==> src/common/fetch_pkg.sv <==
`default_nettype none

package fetch_pkg;

  // Address map of the fetch path
  localparam int VADDR_W       = 32;
  localparam int PADDR_W       = 20;
  localparam int PAGE_BITS     = 12;
  localparam int PPN_W         = PADDR_W - PAGE_BITS;
  localparam int VPN_WALK_BITS = 10;

  typedef logic [VADDR_W-1:0] vaddr_t;
  typedef logic [PADDR_W-1:0] paddr_t;
  typedef logic [PPN_W-1:0]   ppn_t;
  typedef logic [31:0]        instruction_t;

  // RISC-V mcause encoding
  typedef enum logic [3:0] {
    NO_EXCPT         = 4'd0,
    INSTR_PAGE_FAULT = 4'd12
  } excpt_cause_t;

  localparam vaddr_t RESET_PC = 32'h0000_1000;

  // Leaf PTE fields
  localparam int PTE_VALID_BIT = 0;
  localparam int PTE_PPN_LSB   = 8;

endpackage

`default_nettype wire

==> src/common/wb_if.sv <==
`timescale 1ns/1ps
`default_nettype none

interface wb_if #(
  parameter int AW = 20
);
  logic          cyc;
  logic          stb;
  logic          we;
  logic [AW-1:0] adr;
  logic [31:0]   dat_w;
  logic [31:0]   dat_r;
  logic          ack;

  modport master  (output cyc, stb, we, adr, dat_w, input  dat_r, ack);
  modport slave   (input  cyc, stb, we, adr, dat_w, output dat_r, ack);
  modport monitor (input  cyc, stb, we, adr, dat_w, dat_r, ack);
endinterface

`default_nettype wire

==> src/fetch/fetch_stage.sv <==
`timescale 1ns/1ps
`default_nettype none

module fetch_stage (
  input  logic                   clk_i,
  input  logic                   rst_i,
  input  logic                   redirect_i,
  input  fetch_pkg::vaddr_t      redirect_pc_i,
  input  logic                   dec_stall_i,
  // Translation
  output logic                   xlat_req_o,
  output fetch_pkg::vaddr_t      xlat_vaddr_o,
  input  logic                   xlat_done_i,
  input  fetch_pkg::paddr_t      xlat_paddr_i,
  input  logic                   xlat_fault_i,
  // Cache read
  output logic                   rd_req_o,
  output fetch_pkg::paddr_t      rd_addr_o,
  input  logic                   rd_valid_i,
  input  fetch_pkg::instruction_t rd_data_i,
  // Decode
  output logic                   dec_valid_o,
  output fetch_pkg::vaddr_t      dec_pc_o,
  output fetch_pkg::instruction_t dec_instr_o,
  output logic                   dec_excpt_o,
  output fetch_pkg::excpt_cause_t dec_excpt_cause_o
);
  import fetch_pkg::*;

  typedef enum logic [1:0] {
    XLATE = 2'd0,
    READ  = 2'd1,
    DRAIN = 2'd2,
    HOLD  = 2'd3
  } state_t;

  state_t       state_q, state_d;
  vaddr_t       pc_q, pc_d;
  paddr_t       paddr_q;
  logic         load_instr;
  logic         load_fault;

  // Stall buffer
  instruction_t buf_instr_q;
  logic         buf_excpt_q;

  always_comb begin
    state_d    = state_q;
    pc_d       = pc_q;
    load_instr = 1'b0;
    load_fault = 1'b0;
    case (state_q)
      XLATE: begin
        if (xlat_done_i) begin
          load_fault = xlat_fault_i;
          state_d    = xlat_fault_i ? HOLD : READ;
        end
      end
      READ: begin
        if (rd_valid_i) begin
          load_instr = 1'b1;
          state_d    = HOLD;
        end
      end
      DRAIN: begin
        // Old read finishes, result thrown away
        if (rd_valid_i) state_d = XLATE;
      end
      HOLD: begin
        if (!dec_stall_i) begin
          pc_d    = pc_q + 32'd4;
          state_d = XLATE;
        end
      end
      default: state_d = XLATE;
    endcase

    if (redirect_i) begin
      pc_d = redirect_pc_i;
      if ((state_q == READ || state_q == DRAIN) && !rd_valid_i) begin
        state_d = DRAIN;
      end else begin
        state_d = XLATE;
      end
    end
  end

  always_ff @(posedge clk_i) begin
    if (!rst_i) begin
      state_q     <= XLATE;
      pc_q        <= RESET_PC;
      buf_excpt_q <= 1'b0;
    end else begin
      state_q <= state_d;
      pc_q    <= pc_d;
      if (load_fault) buf_excpt_q <= 1'b1;
      if (load_instr) buf_excpt_q <= 1'b0;
    end
  end

  always_ff @(posedge clk_i) begin
    if (state_q == XLATE && xlat_done_i) paddr_q <= xlat_paddr_i;
    if (load_instr) buf_instr_q <= rd_data_i;
    if (load_fault) buf_instr_q <= '0;
  end

  assign xlat_req_o   = (state_q == XLATE);
  assign xlat_vaddr_o = pc_q;

  // Request stays up through DRAIN until the cache answers
  assign rd_req_o  = (state_q == READ) || (state_q == DRAIN);
  assign rd_addr_o = paddr_q;

  assign dec_valid_o       = (state_q == HOLD);
  assign dec_pc_o          = pc_q;
  assign dec_instr_o       = buf_instr_q;
  assign dec_excpt_o       = buf_excpt_q;
  assign dec_excpt_cause_o = buf_excpt_q ? INSTR_PAGE_FAULT : NO_EXCPT;

endmodule

`default_nettype wire

==> src/fetch/instr_cache.sv <==
`timescale 1ns/1ps
`default_nettype none

module instr_cache #(
  parameter int CACHE_LINES = 16
) (
  input  logic                    clk_i,
  input  logic                    rst_i,
  input  logic                    rd_req_i,
  input  fetch_pkg::paddr_t       rd_addr_i,
  output logic                    rd_valid_o,
  output fetch_pkg::instruction_t rd_data_o,
  wb_if.master                    wb_cache
);
  import fetch_pkg::*;

  localparam int IDX_W = $clog2(CACHE_LINES);
  localparam int TAG_W = PADDR_W - 4 - IDX_W;

  typedef enum logic [1:0] {
    C_IDLE   = 2'd0,
    C_CHECK  = 2'd1,
    C_REFILL = 2'd2
  } state_t;

  state_t                 state_q;
  paddr_t                 req_addr_q;
  logic [1:0]             word_q;
  logic                   cyc_q;
  logic [CACHE_LINES-1:0] valid_q;
  logic [TAG_W-1:0]       tag_q [CACHE_LINES];
  instruction_t           data_q [CACHE_LINES*4];

  logic [IDX_W-1:0]       idx;
  logic [TAG_W-1:0]       req_tag;
  logic                   hit;
  logic                   fill_ack;

  assign idx      = req_addr_q[4 +: IDX_W];
  assign req_tag  = req_addr_q[PADDR_W-1 -: TAG_W];
  assign hit      = valid_q[idx] && (tag_q[idx] == req_tag);
  assign fill_ack = (state_q == C_REFILL) && cyc_q && wb_cache.ack;

  always_ff @(posedge clk_i) begin
    if (!rst_i) begin
      state_q <= C_IDLE;
      cyc_q   <= 1'b0;
      word_q  <= '0;
      valid_q <= '0;
    end else begin
      case (state_q)
        C_IDLE: if (rd_req_i) state_q <= C_CHECK;
        C_CHECK: begin
          if (hit) begin
            state_q <= C_IDLE;
          end else begin
            state_q <= C_REFILL;
            word_q  <= '0;
            cyc_q   <= 1'b1;
          end
        end
        C_REFILL: begin
          // One Wishbone cycle per word, with a gap between them
          if (!cyc_q) begin
            cyc_q <= 1'b1;
          end else if (wb_cache.ack) begin
            cyc_q  <= 1'b0;
            word_q <= word_q + 2'd1;
            if (word_q == 2'd3) begin
              valid_q[idx] <= 1'b1;
              state_q      <= C_CHECK;
            end
          end
        end
        default: state_q <= C_IDLE;
      endcase
    end
  end

  always_ff @(posedge clk_i) begin
    if (state_q == C_IDLE && rd_req_i) req_addr_q <= rd_addr_i;
    if (fill_ack) data_q[{idx, word_q}] <= wb_cache.dat_r;
    if (fill_ack && word_q == 2'd3) tag_q[idx] <= req_tag;
  end

  assign rd_valid_o = (state_q == C_CHECK) && hit;
  assign rd_data_o  = data_q[{idx, req_addr_q[3:2]}];

  assign wb_cache.cyc   = cyc_q;
  assign wb_cache.stb   = cyc_q;
  assign wb_cache.we    = 1'b0;
  assign wb_cache.adr   = {req_addr_q[PADDR_W-1:4], word_q, 2'b00};
  assign wb_cache.dat_w = '0;

endmodule

`default_nettype wire

==> src/fetch/instr_mmu.sv <==
`timescale 1ns/1ps
`default_nettype none

module instr_mmu #(
  parameter int TLB_ENTRIES = 4
) (
  input  logic              clk_i,
  input  logic              rst_i,
  input  logic              vm_en_i,
  input  fetch_pkg::ppn_t   satp_ppn_i,
  input  logic              tlb_flush_i,
  input  logic              xlat_req_i,
  input  fetch_pkg::vaddr_t xlat_vaddr_i,
  output logic              xlat_done_o,
  output fetch_pkg::paddr_t xlat_paddr_o,
  output logic              xlat_fault_o,
  wb_if.master              wb_ptw
);
  import fetch_pkg::*;

  localparam int PTR_W = (TLB_ENTRIES > 1) ? $clog2(TLB_ENTRIES) : 1;

  logic [TLB_ENTRIES-1:0]   tlb_valid_q;
  logic [VPN_WALK_BITS-1:0] tlb_vpn_q [TLB_ENTRIES];
  ppn_t                     tlb_ppn_q [TLB_ENTRIES];
  logic [PTR_W-1:0]         rr_q;

  // Last VPN whose PTE came back invalid
  logic                     fault_v_q;
  logic [VPN_WALK_BITS-1:0] fault_vpn_q;

  logic                     cyc_q;
  paddr_t                   walk_adr_q;
  logic [VPN_WALK_BITS-1:0] walk_vpn_q;

  logic [VPN_WALK_BITS-1:0] vpn_idx;
  logic                     vpn_high;
  logic                     tlb_hit;
  ppn_t                     tlb_ppn;
  logic                     fault;
  logic                     pte_valid;

  assign vpn_idx  = xlat_vaddr_i[PAGE_BITS +: VPN_WALK_BITS];
  assign vpn_high = |xlat_vaddr_i[VADDR_W-1:PAGE_BITS+VPN_WALK_BITS];

  always_comb begin
    tlb_hit = 1'b0;
    tlb_ppn = '0;
    for (int i = 0; i < TLB_ENTRIES; i++) begin
      if (tlb_valid_q[i] && tlb_vpn_q[i] == vpn_idx) begin
        tlb_hit = 1'b1;
        tlb_ppn = tlb_ppn_q[i];
      end
    end
  end

  assign fault = vpn_high || (fault_v_q && fault_vpn_q == vpn_idx);

  assign xlat_done_o  = xlat_req_i && (!vm_en_i || tlb_hit || fault);
  assign xlat_fault_o = vm_en_i && fault;
  assign xlat_paddr_o = vm_en_i ? {tlb_ppn, xlat_vaddr_i[PAGE_BITS-1:0]}
                                : xlat_vaddr_i[PADDR_W-1:0];

  assign pte_valid = wb_ptw.dat_r[PTE_VALID_BIT];

  always_ff @(posedge clk_i) begin
    if (!rst_i) begin
      cyc_q       <= 1'b0;
      tlb_valid_q <= '0;
      rr_q        <= '0;
      fault_v_q   <= 1'b0;
    end else begin
      if (!cyc_q && xlat_req_i && vm_en_i && !tlb_hit && !fault) begin
        cyc_q <= 1'b1;
      end else if (cyc_q && wb_ptw.ack) begin
        cyc_q <= 1'b0;
        if (pte_valid) begin
          tlb_valid_q[rr_q] <= 1'b1;
          rr_q <= (rr_q == PTR_W'(TLB_ENTRIES - 1)) ? '0 : rr_q + 1'b1;
        end else begin
          fault_v_q <= 1'b1;
        end
      end
      if (tlb_flush_i) begin
        tlb_valid_q <= '0;
        fault_v_q   <= 1'b0;
      end
    end
  end

  always_ff @(posedge clk_i) begin
    if (!cyc_q) begin
      walk_adr_q <= {satp_ppn_i, vpn_idx, 2'b00};
      walk_vpn_q <= vpn_idx;
    end
    if (cyc_q && wb_ptw.ack) begin
      tlb_vpn_q[rr_q] <= walk_vpn_q;
      tlb_ppn_q[rr_q] <= wb_ptw.dat_r[PTE_PPN_LSB +: PPN_W];
      if (!pte_valid) fault_vpn_q <= walk_vpn_q;
    end
  end

  assign wb_ptw.cyc   = cyc_q;
  assign wb_ptw.stb   = cyc_q;
  assign wb_ptw.we    = 1'b0;
  assign wb_ptw.adr   = walk_adr_q;
  assign wb_ptw.dat_w = '0;

endmodule

`default_nettype wire

==> src/fetch_top.sv <==
`timescale 1ns/1ps
`default_nettype none

module fetch_top #(
  parameter int CACHE_LINES = 16,
  parameter int TLB_ENTRIES = 4
) (
  input  logic                    clk_i,
  input  logic                    rst_i,
  input  logic                    redirect_i,
  input  fetch_pkg::vaddr_t       redirect_pc_i,
  input  logic                    vm_en_i,
  input  fetch_pkg::ppn_t         satp_ppn_i,
  input  logic                    tlb_flush_i,
  input  logic                    dec_stall_i,
  output logic                    dec_valid_o,
  output fetch_pkg::vaddr_t       dec_pc_o,
  output fetch_pkg::instruction_t dec_instr_o,
  output logic                    dec_excpt_o,
  output fetch_pkg::excpt_cause_t dec_excpt_cause_o,
  output logic                    wb_cyc_o,
  output logic                    wb_stb_o,
  output logic                    wb_we_o,
  output fetch_pkg::paddr_t       wb_adr_o,
  output logic [31:0]             wb_dat_o,
  input  logic [31:0]             wb_dat_i,
  input  logic                    wb_ack_i
);
  import fetch_pkg::*;

  logic         xlat_req;
  vaddr_t       xlat_vaddr;
  logic         xlat_done;
  paddr_t       xlat_paddr;
  logic         xlat_fault;
  logic         rd_req;
  paddr_t       rd_addr;
  logic         rd_valid;
  instruction_t rd_data;

  wb_if #(.AW(PADDR_W)) wb_ptw ();
  wb_if #(.AW(PADDR_W)) wb_cache ();
  wb_if #(.AW(PADDR_W)) wb_mem ();

  fetch_stage u_stage (
    .clk_i             (clk_i),
    .rst_i             (rst_i),
    .redirect_i        (redirect_i),
    .redirect_pc_i     (redirect_pc_i),
    .dec_stall_i       (dec_stall_i),
    .xlat_req_o        (xlat_req),
    .xlat_vaddr_o      (xlat_vaddr),
    .xlat_done_i       (xlat_done),
    .xlat_paddr_i      (xlat_paddr),
    .xlat_fault_i      (xlat_fault),
    .rd_req_o          (rd_req),
    .rd_addr_o         (rd_addr),
    .rd_valid_i        (rd_valid),
    .rd_data_i         (rd_data),
    .dec_valid_o       (dec_valid_o),
    .dec_pc_o          (dec_pc_o),
    .dec_instr_o       (dec_instr_o),
    .dec_excpt_o       (dec_excpt_o),
    .dec_excpt_cause_o (dec_excpt_cause_o)
  );

  instr_mmu #(.TLB_ENTRIES(TLB_ENTRIES)) u_mmu (
    .clk_i        (clk_i),
    .rst_i        (rst_i),
    .vm_en_i      (vm_en_i),
    .satp_ppn_i   (satp_ppn_i),
    .tlb_flush_i  (tlb_flush_i),
    .xlat_req_i   (xlat_req),
    .xlat_vaddr_i (xlat_vaddr),
    .xlat_done_o  (xlat_done),
    .xlat_paddr_o (xlat_paddr),
    .xlat_fault_o (xlat_fault),
    .wb_ptw       (wb_ptw.master)
  );

  instr_cache #(.CACHE_LINES(CACHE_LINES)) u_cache (
    .clk_i      (clk_i),
    .rst_i      (rst_i),
    .rd_req_i   (rd_req),
    .rd_addr_i  (rd_addr),
    .rd_valid_o (rd_valid),
    .rd_data_o  (rd_data),
    .wb_cache   (wb_cache.master)
  );

  wb_arbiter u_arb (
    .clk_i (clk_i),
    .rst_i (rst_i),
    .m0    (wb_ptw.slave),
    .m1    (wb_cache.slave),
    .mem   (wb_mem.master)
  );

  // Memory port as plain pins
  assign wb_cyc_o      = wb_mem.cyc;
  assign wb_stb_o      = wb_mem.stb;
  assign wb_we_o       = wb_mem.we;
  assign wb_adr_o      = wb_mem.adr;
  assign wb_dat_o      = wb_mem.dat_w;
  assign wb_mem.dat_r  = wb_dat_i;
  assign wb_mem.ack    = wb_ack_i;

endmodule

`default_nettype wire

==> src/wb_arbiter.sv <==
`timescale 1ns/1ps
`default_nettype none

module wb_arbiter (
  input  logic clk_i,
  input  logic rst_i,
  wb_if.slave  m0,
  wb_if.slave  m1,
  wb_if.master mem
);

  logic busy_q;
  logic owner_q;
  logic sel;

  // m0 wins when the bus is free
  assign sel = busy_q ? owner_q : !m0.cyc;

  always_ff @(posedge clk_i) begin
    if (!rst_i) begin
      busy_q  <= 1'b0;
      owner_q <= 1'b0;
    end else if (busy_q) begin
      if (!(owner_q ? m1.cyc : m0.cyc)) busy_q <= 1'b0;
    end else if (m0.cyc || m1.cyc) begin
      busy_q  <= 1'b1;
      owner_q <= sel;
    end
  end

  assign mem.cyc   = sel ? m1.cyc   : m0.cyc;
  assign mem.stb   = sel ? m1.stb   : m0.stb;
  assign mem.we    = sel ? m1.we    : m0.we;
  assign mem.adr   = sel ? m1.adr   : m0.adr;
  assign mem.dat_w = sel ? m1.dat_w : m0.dat_w;

  // Losing master keeps waiting on a low ack
  assign m0.ack   = mem.ack && !sel;
  assign m1.ack   = mem.ack && sel;
  assign m0.dat_r = mem.dat_r;
  assign m1.dat_r = mem.dat_r;

endmodule

`default_nettype wire

==> config.mk <==
export PLATFORM = sky130hd
export DESIGN_NAME = fetch_top
export DESIGN_NICKNAME = d
export VERILOG_FILES = /design/src/common/fetch_pkg.sv /design/src/common/wb_if.sv /design/src/fetch/fetch_stage.sv /design/src/fetch/instr_cache.sv /design/src/fetch/instr_mmu.sv /design/src/fetch_top.sv /design/src/wb_arbiter.sv
export SDC_FILE = /design/constraint.sdc
export NUM_CORES = 2
export LEC_CHECK = 0
export ABC_AREA = 1
export BUFFER_PORTS_ARGS = -buffer_cell sky130_fd_sc_hd__buf_4
export CORE_UTILIZATION = 40
export CTS_CLUSTER_SIZE = 28
export DETAILED_ROUTE_END_ITERATION = 16
export PLACE_DENSITY = 0.59
export SYNTH_ARGS = -nofsm -noshare
export SYNTH_HDL_FRONTEND = slang
export SYNTH_SLANG_ARGS = --single-unit
==> constraint.sdc <==
create_clock -name clk_i -period 10.66 [get_ports clk_i]
set_clock_uncertainty 0.15 [all_clocks]
set_input_delay 2.132 -clock clk_i [delete_from_list [all_inputs] [get_ports clk_i]]
set_output_delay 2.132 -clock clk_i [all_outputs]
set_load 0.01 [all_outputs]
Word-level counts from Yosys, hierarchy flattened
Memory sizes are Yosys's and may differ from the RTL's. A register that Yosys moved wholly into a read port is not among the register bits.
Index checks and enable logic that the tools add are counted.
{"block": "totals", "ff_bits": 144, "mem_bits_rw": 2312, "in_bits": 79, "word_cells": 173, "memories": 4}
{"block": "op_classes", "addsub": 3, "magnitude_cmp": 4, "n_eq_ne": 23, "muxes": 62, "bitwise_logic": 6, "reduce_logical": 53}
{"memory": "u_cache.data_q", "depth": 64, "width": 32, "rd": 1, "rd_clocked_by_memory_dff": 1, "write_ports": 1, "line_no": "instr_cache.sv:32", "source": "instruction_t data_q [CACHE_LINES*4];"}
{"memory": "u_cache.tag_q", "depth": 16, "width": 12, "rd": 1, "rd_clocked_by_memory_dff": 1, "write_ports": 1, "line_no": "instr_cache.sv:31", "source": "logic [TAG_W-1:0] tag_q [CACHE_LINES];"}
{"memory": "u_mmu.tlb_vpn_q", "depth": 4, "width": 10, "rd": 4, "rd_clocked_by_memory_dff": 0, "write_ports": 1, "line_no": "instr_mmu.sv:24", "source": "logic [VPN_WALK_BITS-1:0] tlb_vpn_q [TLB_ENTRIES];"}
{"memory": "u_mmu.tlb_ppn_q", "depth": 4, "width": 8, "rd": 4, "rd_clocked_by_memory_dff": 0, "write_ports": 1, "line_no": "instr_mmu.sv:25", "source": "ppn_t tlb_ppn_q [TLB_ENTRIES];"}
{"operator": "2-to-1 mux 32 bit", "count": 3}
{"operator": "== test 10 bit", "count": 5}
{"operator": "2-to-1 mux 20 bit", "count": 2}
{"operator": "adder 32 x 3 -> 32 bit (second input constant)", "count": 1}
{"operator": "2-to-1 mux 2 bit", "count": 16}
{"operator": "2-to-1 mux 8 bit", "count": 4}
{"operator": "2-to-1 mux 1 bit", "count": 28}
{"operator": "logical AND 1 bit", "count": 24}
{"operator": "bitwise OR 16 bit", "count": 1}
{"operator": "AND reduction 4 bit", "count": 4}
{"operator": "== test 12 bit", "count": 1}
{"operator": "== test 2 bit (second input constant)", "count": 5}
{"operator": "OR reduction 10 bit", "count": 1}
{"operator": "2-to-1 mux 4 bit", "count": 2}
{"operator": "case mux 2 bit (4 select lines)", "count": 1}
{"operator": "AND reduction 2 bit", "count": 4}
{"operator": "logical NOT 1 bit", "count": 6}
{"operator": "inequality test 2 x 1 -> 1 bit (second input constant)", "count": 3}
{"operator": "inequality test 2 bit (second input constant)", "count": 3}
{"operator": "inequality test 3 x 2 -> 1 bit (second input constant)", "count": 2}
{"operator": "inequality test 3 bit (second input constant)", "count": 2}
{"operator": "case mux 2 bit (3 select lines)", "count": 1}
{"operator": "AND reduction 3 bit", "count": 2}
{"operator": "nonzero test 2 bit", "count": 3}
{"operator": "16 further kinds", "count": 27}

Depth between registers and ports, before layout
An unclocked memory read counts as a cell.
{"block": "depth", "depth_word": 13, "mapped_depth": 21, "depth_no_buf": 18}

Modules after synthesis
From an unflattened synthesis, not the netlist that was laid out.
{"block": "unflattened", "hier_cells": 8354, "hier_area_um2": 101255.9}
{"module": "instr_cache", "n_inst": 1, "cells_per_inst": 6952, "area_each_um2": 90067.6}
{"module": "instr_mmu", "n_inst": 1, "cells_per_inst": 559, "area_each_um2": 5435.2}
{"module": "fetch_stage", "n_inst": 1, "cells_per_inst": 587, "area_each_um2": 4464.3}
{"module": "wb_arbiter", "n_inst": 1, "cells_per_inst": 256, "area_each_um2": 1288.7}

Worst setup path before layout
No wires, ideal clock.
{"block": "synth_timing", "path_type": "input-to-reg", "start": "input port wb_ack_i", "end": "memory u_cache.data_q[48][0] (netlist bit), enable pin", "setup_time_ps": 421, "t_arrival_ps": 4328, "required_time_ps": 10089, "path_slack_ps": 5760, "stages": 8, "cell_sequence": "inv_1 > nor3_1 > inv_1 > nor2_1 > inv_1 > nor2_1 > nand2_1 > nor2_1"}
{"block": "synth_via", "elab_chain_len": 4}
{"element": "from (decl)", "line_no": "fetch_top.sv:27", "source": "input logic wb_ack_i"}
{"element": "logical AND 1 bit", "line_no": "wb_arbiter.sv:39", "source": "assign m1.ack = mem.ack && sel;"}
{"element": "logical AND 1 bit", "line_no": "instr_cache.sv:42", "source": "assign fill_ack = (state_q == C_REFILL) && cyc_q && wb_cache.ack;"}
{"element": "2-to-1 mux 1 bit", "line_no": "instr_cache.sv:82", "source": "if (fill_ack) data_q[{idx, word_q}] <= wb_cache.dat_r;"}
{"element": "2-to-1 mux 1 bit (not written as such)", "line_no": "instr_cache.sv:82"}
{"element": "to (decl)", "line_no": "instr_cache.sv:32"}
Every way passes these cells.

Worst setup path after layout
{"block": "layout_timing", "start": "input port wb_ack_i", "end": "memory u_cache.data_q[25][7] (netlist bit), enable pin"}
Same word-level chain as after synthesis.

==> results.toml <==
[status]
outcome = "finished clean"

[timing]
relSlewSlack_pct = 1.77
final-hold-violation-count = 0
finalSetupViolations = 0
fin_crit_sh_pct = 49.3
finalCriticalPeriod_ns = 5.26
rsz0062_at_grt = "false"
fin_setup_tns_ns = 0
worst_pin_slew_ns = 1.47
slew_viol_final = 0
fmax_mhz = 190

[drt]
vias = 63447
viasPerCell = 5.68
antenna_left = 0
dr.pass1.iters = 6
drc = 0
wl_per_cell_um = 25.4
drt-initial-drc-count = 7880
finalWirelength_mm = 284

[floorplan]
rows = 181
core_um2 = 243000
die_x_um = 496
start_util_pct = 40.2
ioPinCount = 204
die_y_um = 496
die-area_um2 = 246000

[cells_and_area]
nets = 7832
area_growth_pct = 12.9
drive_above_1_share_pct = 9.54
fin_util_pct = 45.4
fin_area_um2 = 110000
fillers = 21445

[setup_path]
cp_top_family = "simple AND/OR/NAND/NOR gates"
cp_num_buf_inv = 5
crit_slowest_cell = "nand2_1"
slowest_delay_ns = 0.73
end_kind = "flop"
crit_type = "primary input to flop"
critical_path.max_fanout = 22
cpMostUsedCell = "inv_1"
required_ns = 11.02
crit_chain = "buf_4 > inv_1 > nor3_1 > inv_1 > nor2_1 > inv_1 > nor2_1 > nand2_1 > nor2_4 > buf_4"
arrival_ns = 5.62
cp-start-kind = "primary input"

[synth]
yosysWarningCount = 0
synth_common_cells = "2376 x edfxtp_1, 1344 x nor2_1, 1105 x o21ai_0"
yosysTopAreaCell = "edfxtp_1"
synth_top_cell_area_share_pct = 73.0
ys_seq_area_share_pct = 75.1
synth_flop_cell = "edfxtp_1"
synth.most_common_cell = "edfxtp_1"
ys_types = 47
synth.cell_area_um2 = 97700
netlist_top_cells_area = "edfxtp_1 73%, o21ai_0 5.7%, nor2_1 5.2%, nand2_1 3.4%, o22ai_1 3.3%"
ys_ff_latch = 2478
async_flop_share_pct = 0
avgSynthCellArea_um2 = 12.7
synth_edf_count = 2376
syn-instance-count = 7686

[global_route]
grt_pass1_vias = 58908
grt_max_degree = 189
grt-ovfl-total = 0
track_usage_pct = 22.5
grt_pass1_wl_mm = 407
antenna_found_initial = 19

[clock_tree]
ctsHoldBuffers = 0
clk_latency_ns = 0.88
ctsLongestPathBuffers = 3
cts_root_buf = "clkbuf_16"
cts_buffers = 241
clock_sinks = 2478
cts_resized = 0
cts_setup_buffers = 0
clkTransAtPathRegs_ns = 0.06
cts_tree = "built"
htreeDepth = 4

[placed_design]
port_buffers = 166
gp_congestion = 0.859
dp_hpwl_mm = 159
placed_area_um2 = 103000

[pwr]
p_leak_nw = 36.2
powerDensity_nw_per_um2 = 256
vdd_ir_drop_max_uv = 261

[flow_run]
max_cap_violations = 0

[worst_hold_path]
hold_path_class = "flop to flop"
layer usage:
layer  global-route usage (%)  vias up  wire length (um)
met2                     34.9     2939            130000
met3                     4.19      361             26500
met5                        0        -                33
met1                     32.7    31989            121000
met4                     5.61        4              6110
li1                         -    28154                 -
flip-flops by register name (all words and copies together), names as in the netlist, 9 cells and up, named ones only:
register             cells
u_stage.dec_pc_o        32
u_cache.tag_q          192
u_cache.valid_q         16
u_cache.req_addr_q      18
u_mmu.walk_vpn_q         9
u_mmu.tlb_ppn_q         32
u_mmu.wb_ptw.adr         9
u_stage.rd_addr_o       18
u_stage.dec_instr_o     32
u_cache.data_q        2048
u_mmu.fault_vpn_q       10
u_mmu.tlb_vpn_q         40
layout by cell type (no fill, tap or decap), types with 10 or more instances in the layout:
master     count
xor2_1        22
a211oi_1      10
edfxtp_1    2376
nor3_1        16
a31oi_1       21
nand2_1      883
nor2_4        68
nand3_1      182
a41oi_1       10
buf_4        295
buf_12        12
o22ai_1      510
conb_1        37
o21a_1        18
dfxtp_1      101
nand4_1       77
clkinv_1      68
clkbuf_16    244
o211ai_1      22
a22oi_1       12
clkinv_2      50
ha_1          10
a21oi_1       78
nor2_1      1275
o21ai_1       14
clkbuf_8      13
inv_1        182
bufinv_16     22
inv_6         11
a22o_1        79
clkbuf_1      46
o21ai_0     1105
worst paths after layout:
path                                                 startpoint  slack (ns)                          endpoint  cells past startpoint
worst max-delay path                                   wb_ack_i        5.40   u_cache.data_q[25][7]$_DFFE_PP_                     10
worst min-delay path            u_stage.rd_addr_o[15]$_DFFE_PP_        0.27  u_cache.req_addr_q[15]$_DFFE_PP_                      0
worst max register to register          u_arb.busy_q$_SDFF_PN0_        5.64   u_cache.data_q[25][7]$_DFFE_PP_                     11
worst min register to register  u_stage.rd_addr_o[15]$_DFFE_PP_        0.27  u_cache.req_addr_q[15]$_DFFE_PP_                      0
kinds of logic after synthesis:
kind of cell	synth area share [%]
buf+inv	3.21
xor+xnor	0.260
other cells	0.00384
flops	75.1
fa+ha+maj	0.128
simple gates	10.3
compound gates	11.1
area by class of cell:
class	instances	area, um^2	area share (%)
Antenna cell	6	15.0	0.0136
Clock buffer	303	6460	5.85
Clock inverter	153	1350	1.23
Inverter	200	773	0.701
Multi-Input combinational cell	4515	21900	19.8
Sequential cell	2478	73400	66.5
Tap cell	3202	4010	3.63
Timing Repair Buffer	307	2450	2.22
where the power goes:
group	internal (W)	switching, W	total [W]	leakage, nW
clock	0.00480	0.00365	0.00845	3.84
sequential	0.0109	0.000277	0.0112	22.3
combinational	0.00224	0.00633	0.00857	10.1
metrics by stage:
step	setup slack, ns	total power [W]	instances	hold WS, ns
after floorplan	5.76	0.0165	7722	0.250
after global placement	4.53	0.0198	10702	0.253
after detailed placement	4.62	0.0199	10702	0.255
after CTS	5.49	0.0282	11158	0.269
after global routing	5.35	0.0294	11160	0.274
final	5.40	0.0282	11164	0.266
Note: power is estimated with default switching activity, not from simulation.
